**src/logic/osf_pkg.sv**
```systemverilog
`default_nettype none

package osf_pkg;

	////////////////////////////////////////
	// default sizing, overridden from the top
	////////////////////////////////////////
	localparam int W_IN_DEF  = 18;	// adc word
	localparam int W_OUT_DEF = 18;	// filtered word
	localparam int W_OS_DEF  = 3;	// log2 ratio field
	localparam int N_CH_DEF  = 2;	// channel count

	localparam int W_DELAY = 16;	// settling delay count, in samples

	// filter states
	typedef enum logic [1:0] {
		IDLE   = 2'd0,	// channel off
		DELAY  = 2'd1,	// discarding settling samples
		SAMPLE = 2'd2,	// summing the window
		SEND   = 2'd3	// one cycle, result valid
	} osf_state_t;

	// largest log2 ratio a W_OS field can hold
	function automatic int max_os(input int w_os);
		return (1 << w_os) - 1;
	endfunction

	// channel tag width, never below one bit
	function automatic int w_chan(input int n_ch);
		return (n_ch > 1) ? $clog2(n_ch) : 1;
	endfunction

endpackage

`default_nettype wire

```
**src/logic/osf_accumulator.sv**
```systemverilog
`timescale 1ns/100ps
`default_nettype none

// wide signed sum with arithmetic shift down to the mean
module osf_accumulator
	import osf_pkg::*;
#(
	parameter int W_IN  = W_IN_DEF,	// sample width
	parameter int W_OUT = W_OUT_DEF,	// mean width
	parameter int W_OS  = W_OS_DEF	// log2 ratio width
)(
	input  wire                     clk_in,
	input  wire                     reset_in,

	// control from the filter fsm
	input  wire                     clear,	// zero the sum
	input  wire                     add,	// fold in sample

	input  wire signed [W_IN-1:0]   sample,
	input  wire [W_OS-1:0]          os_cur,	// shift amount

	output logic signed [W_OUT-1:0] mean	// floor of sum / 2^os
);

	////////////////////////////////////////
	// sizing
	////////////////////////////////////////
	// headroom for 2^max_os full scale samples
	localparam int MAX_OS = max_os(W_OS);
	localparam int W_SUM  = W_IN + MAX_OS;

	logic signed [W_SUM-1:0] sum;
	logic signed [W_SUM-1:0] sample_ext;	// sign extended input
	logic signed [W_SUM-1:0] shifted;

	assign sample_ext = {{(W_SUM-W_IN){sample[W_IN-1]}}, sample};

	////////////////////////////////////////
	// sum register
	////////////////////////////////////////
	always_ff @(posedge clk_in or posedge reset_in) begin
		if (reset_in) begin
			sum <= '0;
		end else if (clear) begin
			sum <= '0;	// idle, settling or deactivated
		end else if (add) begin
			sum <= sum + sample_ext;
		end
	end

	// arithmetic shift keeps the sign, so this rounds toward minus infinity
	assign shifted = sum >>> os_cur;

	// drop the headroom bits, the mean fits W_IN again
	assign mean = W_OUT'(shifted);

endmodule

`default_nettype wire

```
**src/logic/osf_output_arbiter.sv**
```systemverilog
`timescale 1ns/100ps
`default_nettype none

// merges per-channel results into one tagged stream, round robin
module osf_output_arbiter
	import osf_pkg::*;
#(
	parameter int N_CH  = N_CH_DEF,
	parameter int W_OUT = W_OUT_DEF
)(
	input  wire                        clk_in,
	input  wire                        reset_in,

	// from the filters
	input  wire signed [W_OUT-1:0]     result [N_CH],
	input  wire [N_CH-1:0]             result_valid,

	// tagged stream out, no back-pressure
	output logic signed [W_OUT-1:0]    data_out,
	output logic [w_chan(N_CH)-1:0]    chan_out,
	output logic                       data_valid_out	// one pulse per result
);

	localparam int W_CH = w_chan(N_CH);

	logic [N_CH-1:0]         pending;	// result waiting
	logic signed [W_OUT-1:0] captured [N_CH];
	logic [N_CH-1:0]         req;	// pending or arriving now
	logic [W_CH-1:0]         last;	// last channel served
	logic [W_CH-1:0]         grant_idx;
	logic                    found;

	// a fresh result can go out in its own SEND cycle
	assign req = pending | result_valid;

	////////////////////////////////////////
	// round robin pick
	////////////////////////////////////////
	always_comb begin
		int idx;
		found     = 1'b0;
		grant_idx = last;
		idx       = 0;
		// start one past last, wrap at N_CH
		for (int k = 1; k <= N_CH; k++) begin
			idx = int'(last) + k;
			if (idx >= N_CH) idx = idx - N_CH;
			if (!found && req[idx]) begin
				found     = 1'b1;
				grant_idx = W_CH'(idx);
			end
		end
	end

	////////////////////////////////////////
	// control regs
	////////////////////////////////////////
	always_ff @(posedge clk_in or posedge reset_in) begin
		if (reset_in) begin
			pending        <= '0;
			last           <= W_CH'(N_CH - 1);	// channel 0 first
			data_valid_out <= 1'b0;
		end else begin
			for (int i = 0; i < N_CH; i++) begin
				pending[i] <= req[i] && !(found && (grant_idx == W_CH'(i)));
			end
			if (found) last <= grant_idx;
			data_valid_out <= found;
		end
	end

	// payload
	always_ff @(posedge clk_in) begin
		for (int i = 0; i < N_CH; i++) begin
			if (result_valid[i]) captured[i] <= result[i];
		end
		if (found) begin
			// bypass the capture reg when it is loading this cycle
			data_out <= result_valid[grant_idx] ? result[grant_idx] : captured[grant_idx];
			chan_out <= grant_idx;
		end
	end

	// a channel must be drained before its next result lands
	for (genvar i = 0; i < N_CH; i++) begin : g_chk
		a_no_overrun: assert property (@(posedge clk_in) disable iff (reset_in)
			result_valid[i] |-> !pending[i]);
	end

endmodule

`default_nettype wire

```
**src/logic/osf_param_latch.sv**
```systemverilog
`timescale 1ns/100ps
`default_nettype none

// frontpanel parameter registers, one set per channel
module osf_param_latch
	import osf_pkg::*;
#(
	parameter int N_CH = N_CH_DEF,	// channels
	parameter int W_OS = W_OS_DEF	// log2 ratio width
)(
	input  wire                    clk_in,
	input  wire                    reset_in,

	// frontpanel side
	input  wire [w_chan(N_CH):0]   chan_sel_in,	// one spare bit, so bad selects exist
	input  wire [W_OS-1:0]         os_in,
	input  wire [W_DELAY-1:0]      cycle_delay_in,
	input  wire                    update_en_in,	// arms update_in
	input  wire                    update_in,	// single-cycle pulse

	// per channel, to the filters
	output logic [W_OS-1:0]        os_cur [N_CH],
	output logic [W_DELAY-1:0]     cycle_delay [N_CH]
);

	localparam int W_SEL = w_chan(N_CH) + 1;

	logic in_range;	// select names a real channel
	logic load;	// qualified update this cycle

	assign in_range = (chan_sel_in < W_SEL'(N_CH));
	assign load     = update_en_in & update_in & in_range;

	////////////////////////////////////////
	// register bank
	////////////////////////////////////////
	always_ff @(posedge clk_in or posedge reset_in) begin
		if (reset_in) begin
			for (int ch = 0; ch < N_CH; ch++) begin
				os_cur[ch]      <= '0;	// ratio 1
				cycle_delay[ch] <= '0;	// no settling
			end
		end else if (load) begin
			// only the addressed channel moves
			for (int ch = 0; ch < N_CH; ch++) begin
				if (chan_sel_in == W_SEL'(ch)) begin
					os_cur[ch]      <= os_in;
					cycle_delay[ch] <= cycle_delay_in;
				end
			end
		end
	end

endmodule

`default_nettype wire

```
**src/logic/osf_top.sv**
```systemverilog
`timescale 1ns/100ps
`default_nettype none

// oversampling front end: parameter latch, channel filters, output merge
module osf_top
	import osf_pkg::*;
#(
	parameter int N_CH  = N_CH_DEF,
	parameter int W_IN  = W_IN_DEF,
	parameter int W_OUT = W_OUT_DEF,
	parameter int W_OS  = W_OS_DEF
)(
	input  wire                        clk_in,
	input  wire                        reset_in,

	// adc side, one per channel
	input  wire signed [W_IN-1:0]      data_in [N_CH],
	input  wire [N_CH-1:0]             data_valid_in,
	input  wire [N_CH-1:0]             activate_in,

	// frontpanel
	input  wire [w_chan(N_CH):0]       chan_sel_in,
	input  wire [W_OS-1:0]             os_in,
	input  wire [W_DELAY-1:0]          cycle_delay_in,
	input  wire                        update_en_in,
	input  wire                        update_in,

	// toward clock sync
	output logic signed [W_OUT-1:0]    data_out,
	output logic [w_chan(N_CH)-1:0]    chan_out,
	output logic                       data_valid_out
);

	logic [W_OS-1:0]         os_cur [N_CH];
	logic [W_DELAY-1:0]      cycle_delay [N_CH];
	logic signed [W_OUT-1:0] result [N_CH];
	logic [N_CH-1:0]         result_valid;

	osf_param_latch #(
		.N_CH (N_CH),
		.W_OS (W_OS)
	) u_latch (
		.clk_in         (clk_in),
		.reset_in       (reset_in),
		.chan_sel_in    (chan_sel_in),
		.os_in          (os_in),
		.cycle_delay_in (cycle_delay_in),
		.update_en_in   (update_en_in),
		.update_in      (update_in),
		.os_cur         (os_cur),
		.cycle_delay    (cycle_delay)
	);

	////////////////////////////////////////
	// one filter per channel
	////////////////////////////////////////
	for (genvar ch = 0; ch < N_CH; ch++) begin : g_ch
		oversample_filter #(
			.W_IN  (W_IN),
			.W_OUT (W_OUT),
			.W_OS  (W_OS)
		) u_osf (
			.clk_in        (clk_in),
			.reset_in      (reset_in),
			.data_in       (data_in[ch]),
			.data_valid_in (data_valid_in[ch]),
			.activate_in   (activate_in[ch]),
			.os_cur        (os_cur[ch]),
			.cycle_delay   (cycle_delay[ch]),
			.result        (result[ch]),
			.result_valid  (result_valid[ch])
		);
	end

	osf_output_arbiter #(
		.N_CH  (N_CH),
		.W_OUT (W_OUT)
	) u_arb (
		.clk_in         (clk_in),
		.reset_in       (reset_in),
		.result         (result),
		.result_valid   (result_valid),
		.data_out       (data_out),
		.chan_out       (chan_out),
		.data_valid_out (data_valid_out)
	);

endmodule

`default_nettype wire

```
**src/logic/oversample_filter.sv**
```systemverilog
`timescale 1ns/100ps
`default_nettype none

// per-channel oversampler
// settle for cycle_delay samples, sum 2^os samples, emit the floor mean
module oversample_filter
	import osf_pkg::*;
#(
	parameter int W_IN  = W_IN_DEF,
	parameter int W_OUT = W_OUT_DEF,
	parameter int W_OS  = W_OS_DEF
)(
	input  wire                     clk_in,
	input  wire                     reset_in,

	// adc side
	input  wire signed [W_IN-1:0]   data_in,
	input  wire                     data_valid_in,	// any cycle
	input  wire                     activate_in,	// level, low acts as local reset

	// latched frontpanel parameters
	input  wire [W_OS-1:0]          os_cur,
	input  wire [W_DELAY-1:0]       cycle_delay,

	// to the arbiter
	output logic signed [W_OUT-1:0] result,	// held until next SEND
	output logic                    result_valid	// one cycle per window
);

	////////////////////////////////////////
	// sizing
	////////////////////////////////////////
	localparam int MAX_OS = max_os(W_OS);
	// counter covers both the delay and the longest window
	localparam int W_CNT  = (W_DELAY > MAX_OS + 1) ? W_DELAY : MAX_OS + 1;

	osf_state_t state;
	osf_state_t next_state;

	logic [W_CNT-1:0]        cnt;	// valid samples seen in this state
	logic [W_CNT-1:0]        win_len;	// 2^os
	logic [W_CNT-1:0]        delay_len;
	logic                    acc_clear;
	logic                    acc_add;
	logic signed [W_OUT-1:0] mean;
	logic signed [W_OUT-1:0] result_hold;

	assign win_len   = W_CNT'(1) << os_cur;
	assign delay_len = W_CNT'(cycle_delay);

	////////////////////////////////////////
	// fsm
	////////////////////////////////////////
	always_ff @(posedge clk_in or posedge reset_in) begin
		if (reset_in) begin
			state <= IDLE;
		end else begin
			state <= next_state;
		end
	end

	always_comb begin
		next_state = state;
		case (state)
			IDLE: begin
				if (activate_in) next_state = DELAY;
			end
			DELAY: begin
				// delay of 0 falls straight through
				if (cnt >= delay_len) next_state = SAMPLE;
			end
			SAMPLE: begin
				// last sample of the window is being taken
				if (data_valid_in && (cnt == win_len - 1'b1)) next_state = SEND;
			end
			SEND: begin
				next_state = DELAY;	// settle again before next window
			end
			default: next_state = IDLE;
		endcase
		if (!activate_in) next_state = IDLE;	// deactivation wins from any state
	end

	// sample counter, restarts on each state change
	always_ff @(posedge clk_in or posedge reset_in) begin
		if (reset_in) begin
			cnt <= '0;
		end else if (state != next_state) begin
			cnt <= '0;
		end else if (data_valid_in) begin
			cnt <= cnt + 1'b1;
		end
	end

	////////////////////////////////////////
	// datapath
	////////////////////////////////////////
	// partial sum dropped at once on deactivate
	assign acc_clear = (state == IDLE) || (state == DELAY) || !activate_in;
	assign acc_add   = (state == SAMPLE) && data_valid_in && activate_in;

	osf_accumulator #(
		.W_IN  (W_IN),
		.W_OUT (W_OUT),
		.W_OS  (W_OS)
	) u_acc (
		.clk_in   (clk_in),
		.reset_in (reset_in),
		.clear    (acc_clear),
		.add      (acc_add),
		.sample   (data_in),
		.os_cur   (os_cur),
		.mean     (mean)
	);

	assign result_valid = (state == SEND);

	// sum gets cleared in DELAY, so keep a copy of the last mean
	always_ff @(posedge clk_in) begin
		if (result_valid) result_hold <= mean;
	end

	assign result = result_valid ? mean : result_hold;

	////////////////////////////////////////
	// checks
	////////////////////////////////////////
	a_valid_single: assert property (@(posedge clk_in) disable iff (reset_in)
		result_valid |=> !result_valid);

	// frontpanel may only retune an inactive channel
	a_param_stable: assert property (@(posedge clk_in) disable iff (reset_in)
		activate_in |=> (!activate_in || ($stable(os_cur) && $stable(cycle_delay))));

endmodule

`default_nettype wire

```
**config.mk**
```make
export PLATFORM = sky130hd
export DESIGN_NAME = osf_top
export DESIGN_NICKNAME = d
export VERILOG_FILES = /design/src/logic/osf_pkg.sv /design/src/logic/osf_accumulator.sv /design/src/logic/osf_output_arbiter.sv /design/src/logic/osf_param_latch.sv /design/src/logic/osf_top.sv /design/src/logic/oversample_filter.sv
export SDC_FILE = /design/constraint.sdc
export NUM_CORES = 1
export LEC_CHECK = 0
export ABC_AREA = 1
export BUFFER_PORTS_ARGS = -buffer_cell sky130_fd_sc_hd__buf_2
export CORE_UTILIZATION = 45
export DETAILED_ROUTE_END_ITERATION = 10
export PLACE_DENSITY = 0.67
export SYNTH_ARGS = -nofsm -noshare
export SYNTH_HDL_FRONTEND = slang
export SYNTH_HIERARCHICAL = 1
export SYNTH_SLANG_ARGS = --single-unit
```
**constraint.sdc**
```tcl
create_clock -name clk_in -period 3.1 [get_ports clk_in]
set_input_delay 0 -clock clk_in [delete_from_list [all_inputs] [get_ports clk_in]]
set_output_delay 0 -clock clk_in [all_outputs]
set_load 0.02 [all_outputs]
```
After elaboration in Yosys (flattened, before gate mapping)
Memories as Yosys holds them, arrays and structs flattened.
Cells that the tools add are included.
Storage, ports and cells
  register bits after elaboration: 183
  RAM bits: 36
  input bits: 65
  memories kept: 1
Memories
  u_arb.captured: depth 2, bits a word 18, read ports 1, clocked after memory_dff 0, write ports 2, line osf_output_arbiter.sv:27  | logic signed [W_OUT-1:0] captured [N_CH];
Cells by class
  add/subtract/negate cells: 10
  $lt $le $gt $ge: 9
  equal/unequal tests: 11
  shifts and indexed selects: 4
  multiplexer cells: 40
  bitwise operators: 5
  reductions and logical operators: 31
Operator list (count)
  2-to-1 mux 18 bit: 6
  2-to-1 mux 25 bit: 4
  greater-or-equal comparator 32 x 3 -> 1 bit, second input constant: 2
  less-than comparator 32 x 3 -> 1 bit, second input constant: 2
  2-to-1 mux 16 bit: 4
  2-to-1 mux 32 bit: 2
  subtractor 32 x 3 -> 32 bit, second input constant: 2
  adder 25 x 18 -> 25 bit: 2
  >>> shifter 25 x 3 -> 18 bit: 2
  adder 16 x 1 -> 16 bit, second input constant: 2
  equality test 16 bit: 2
  greater-or-equal comparator 16 bit: 2
  left shift 1 x 3 -> 16 bit, first input constant: 2
  subtractor 16 x 1 -> 16 bit, second input constant: 2
  2-to-1 mux 1 bit: 16
  2-to-1 mux 2 bit: 6
  case mux 2 bit (3 select lines): 2
  logical AND 1 bit: 11
  equality test 2 bit, second input constant: 4
  nonzero test 2 bit: 4
  equality test 2 x 1 -> 1 bit, second input constant: 3
  zero test 2 bit: 3
  zero test 1 bit: 5
  logical OR 1 bit: 4
  12 further kinds: 16

Longest topological paths before layout
  depth in word-level cells: 15
  mapped depth: 20

Cells and area by module
The synthesis kept the hierarchy.
By module, submodules not included
  osf_accumulator at g_ch[1].u_osf.u_acc: instances 1, cells an instance 615, area an instance 3474.6 sq um, sequential area each 625.6 sq um
  osf_accumulator at g_ch[0].u_osf.u_acc: instances 1, cells an instance 618, area an instance 3437.0 sq um, sequential area each 625.6 sq um
  osf_output_arbiter: instances 1, cells an instance 263, area an instance 2972.9 sq um, sequential area each 1752.9 sq um
  oversample_filter at g_ch[1].u_osf: instances 1, cells an instance 286, area an instance 2338.5 sq um, sequential area each 810.8 sq um
  oversample_filter at g_ch[0].u_osf: instances 1, cells an instance 281, area an instance 2283.4 sq um, sequential area each 810.8 sq um
  osf_param_latch: instances 1, cells an instance 168, area an instance 1535.2 sq um, sequential area each 950.9 sq um

Worst setup path before layout
Ideal clock, no wire load.
  kind: register -> register
  start point: reg g_ch[0].u_osf.state[0]
  end point: reg u_arb.data_out[10], data pin
  data arrival time: 2.418 ns
  data required time: 2.848 ns
  slack: 0.430 ns
  stages on the path, launching flop included: 9
  path buffers: 2
  clock period less this slack: 2.670 ns
  cell sequence: dfrtp_1 > ha_1 > clkbuf_1 > buf_1 > mux2_2 > nand3_2 > nand2_1 > nand2_1 > nand2_1
RTL lines
  from (decl): line oversample_filter.sv:37  | osf_state_t state;
  from (signal assigned): line oversample_filter.sv:58  | state <= next_state;
  to (signal assigned): line osf_output_arbiter.sv:79  | data_out <= result_valid[grant_idx] ? result[grant_idx] : captured[grant_idx];
  to (decl): line osf_output_arbiter.sv:19  | output logic signed [W_OUT-1:0] data_out,

Final worst setup path
  start point: reg g_ch[1].u_osf.u_acc.sum[0]
  end point: reg g_ch[1].u_osf.u_acc.sum[4]
On the way
  longest elaborated chain between the ends: 3
RTL lines
  from (decl): line osf_accumulator.sv:32  | logic signed [W_SUM-1:0] sum;
  from (signal assigned): line osf_accumulator.sv:47  | sum <= sum + sample_ext;
  adder 25 x 18 -> 25 bit: line osf_accumulator.sv:47
  2-to-1 mux 25 bit: line osf_accumulator.sv:46  | end else if (add) begin
  2-to-1 mux 25 bit: line osf_accumulator.sv:44  | end else if (clear) begin
No other way between the ends. The select of a mux whose other input is x is not followed.
A chain may end at the register's enable or synchronous reset.

==> flow_summary.yaml <==
logic_synthesis:
  yosysWarnings: 6
  synth_cells: 2231
  async_flop_share_pct: 58.4
  synth_top_area_share_pct: 19.8
  synth.most_common_cell: "nand2_1"
  synth.area.top_cells: "dfrtp_1 (20%), nand2_1 (18%), edfxtp_1 (10%)"
  synth_common_cells: "nand2_1 (757), inv_1 (313), nand3_1 (188), dfrtp_1 (127), o21ai_0 (121)"
  ys_seq_area_share_pct: 34.8
  synthFlopType: "dfrtp_1"
  syn_area_sq_um: 16000
  synth_area_leader_cell: "dfrtp_1"
  synth.net_count: 2392
  synth_seq_cells: 219
  synth_edf_count: 55
  ys_types: 50
  synth_area_per_cell_sq_um: 7.19
sta:
  clock.fmax_ghz: 0.402
  setup_viol: 0
  skew_ns: 0.0141
  fin_crit_sh_pct: 80.3
  drv_slew: 0
  worstMarginPinSlew_ns: 1.14
  rsz0062_at_grt: "no"
  hold_ws_ns: 0.0151
  hold_viol_final: 0
  fin_crit_ns: 2.49
  worst_slack_ns: 0.611
  final.setup.tns_ns: 0
  slew_headroom_pct: 24.1
final_layout:
  instances_no_fill: 2825
  drive_above_1_share_pct: 13.0
  nFillCells: 3333
  n_antenna_cell: 0
  finish.utilization_pct: 52.1
  finalInstanceArea_sq_um: 18100
  final_nets: 2511
  syn_to_final_growth_pct: 12.9
clock_tree:
  cts_resized: 0
  clkLatencyLatePin_ns: 0.54
  cts_tree: "yes"
  cts_setup_buffers: 0
  cts_htree_levels: 1
  clk_pin_slew_worst_paths_ns: 0.06
  postCtsHoldBufs: 52
  cts.sinks: 219
  ctsLongestPathBuffers: 3
  cts_root_buffer: "clkbuf_16"
  cts_made_buffers: 27
floorplan:
  design.core.area_sq_um: 34800
  io_pins: 85
  start_util_pct: 46.1
  die_y_microns: 191
  die_width_microns: 191
  dieArea_sq_um: 36400
  core.rowCount: 68
drt:
  drtPass1Iterations: 5
  vias: 14452
  routed_wl_microns: 43400
  detail_route.wl_per_cell_microns: 15.4
  remaining_drc_errors: 0
  viasPerCell: 5.12
  drt_iter0_drc: 1052
  ant_nets: 0
placement:
  dpl.hpwl_microns: 32700
  place_inst: 2724
  routabilityCongestion: 0.943
  place_area_sq_um: 16700
  numPortBuffers: 84
  pre_cts_ws_ns: 0.654
grt:
  grt_usage_pct: 24.1
  antenna_found_initial: 0
  grt_pass1_wl_microns: 70200
  first_global_vias: 13659
  grt.overflow.total: 0
  grt_max_degree: 40
pwr:
  p_per_area_nw_per_um2: 603
  p_leak_nw: 9.30
  p_total_mw: 10.9
  vdd_drop_max_v: 0.000461
job:
  cap_violations: 0
critical_path:
  required_ns: 3.57
  critPathKind: "reg -> reg"
  cp-start-kind: "flip-flop"
  crit_path_max_fanout: 3
  critPathCaptureType: "flip-flop"
  critPathArrivalTime_ns: 2.96
hold_path:
  hp-class: "in -> reg"
run_status:
  outcome: "finished, final reports clean"
[critical path, stage by stage, from the launching register on]
cell and delay [ns]:
dfrtp_1 0.35, ha_1 0.31, inv_1 0.09, fa_1 0.39, inv_1 0.12, nand2_1 0.08, nand2_1 0.08, and2_1 0.19
xnor2_1 0.09, o31ai_1 0.17, dlygate4sd3_1 0.57
[state kept, by name, summed over array words and instances (netlist names)]
| signal | count |
|---|---|
| g_ch.u_osf/u_acc/sum | 50 |
| g_ch.u_osf/result_hold | 36 |
| u_arb/captured | 36 |
| g_ch.u_osf/cnt | 32 |
| u_latch/cycle_delay | 32 |
| u_arb/data_out | 18 |
| u_latch/os_cur | 6 |
| g_ch.u_osf/state | 4 |
| u_arb/pending | 2 |
| u_arb/chan_out | 1 |
| u_arb/data_valid_out | 1 |
| u_arb/last | 1 |
[path summary, 6_finish.rpt]
kind,startpoint,end,slack (ns),cells after the start
setup / recovery,g_ch[1].u_osf/u_acc/sum[0],g_ch[1].u_osf/u_acc/sum[4],0.61,10
hold / removal,data_in[27],g_ch[0].u_osf/u_acc/sum[9],0.02,4
setup reg to reg,g_ch[1].u_osf/u_acc/sum[0],g_ch[1].u_osf/u_acc/sum[4],0.61,10
hold reg to reg,u_latch/cycle_delay[20],u_latch/cycle_delay[20],0.47,2
max in group asynchronous,reset_in,u_latch/cycle_delay[29],1.79,5
min in group asynchronous,reset_in,g_ch[0].u_osf/cnt[8],0.22,3
[power by group]
group | internal [mW] | switching, mW | total (mW)
Combinational | 1.23 | 2.49 | 3.72
Sequential | 3.61 | 0.261 | 3.87
Clock | 2.02 | 1.31 | 3.33
[cell usage in the layout, fill, tap and decap left out, types with 11 or more instances in the layout]
master,instances
mux2i_1,24
a21oi_1,64
nand2_1,757
nand4_1,30
edfxtp_1,55
nor2_2,32
dfrtp_1,127
dlygate4sd3_1,52
buf_2,84
inv_1,313
xor2_1,25
dfxtp_1,36
buf_4,18
o21ai_0,121
nor2_1,116
nand3_1,188
nor2_4,11
nand3_2,35
ha_1,92
clkbuf_16,27
nand2_2,28
mux2_2,36
[routing by layer]
| layer | track usage, % | up-vias | part of all wire, % |
|---|---|---|---|
| met5 | 0 | - | 0 |
| met4 | 5.38 | 0 | 2.0 |
| met3 | 2.71 | 56 | 5.4 |
| met2 | 38.6 | 355 | 45 |
| met1 | 34.5 | 6671 | 48 |
| li1 | - | 7370 | - |
[cell families (layout without fill, tap and decap cells)]
group | Yosys count | after routing | synth area share [%]
compound gates | 213 | 213 | 7.03
mux | 60 | 60 | 4.02
buf+inv | 384 | 523 | 10.6
simple gates | 1225 | 1225 | 34.1
xor+xnor | 34 | 34 | 1.86
flops | 219 | 219 | 34.8
fa+ha+maj | 96 | 96 | 7.58
[final cells by class]
class	count	area (sq um)	share of cell area (%)
well taps	455	569	3.14
repair buffers	154	1080	5.94
inverters	320	1200	6.63
flip-flops and latches	219	5580	30.8
clock inverters	18	234	1.29
clock buffers	31	691	3.81
multi-input cells	1628	8770	48.4
Note: power is estimated with default switching activity, not from simulation.
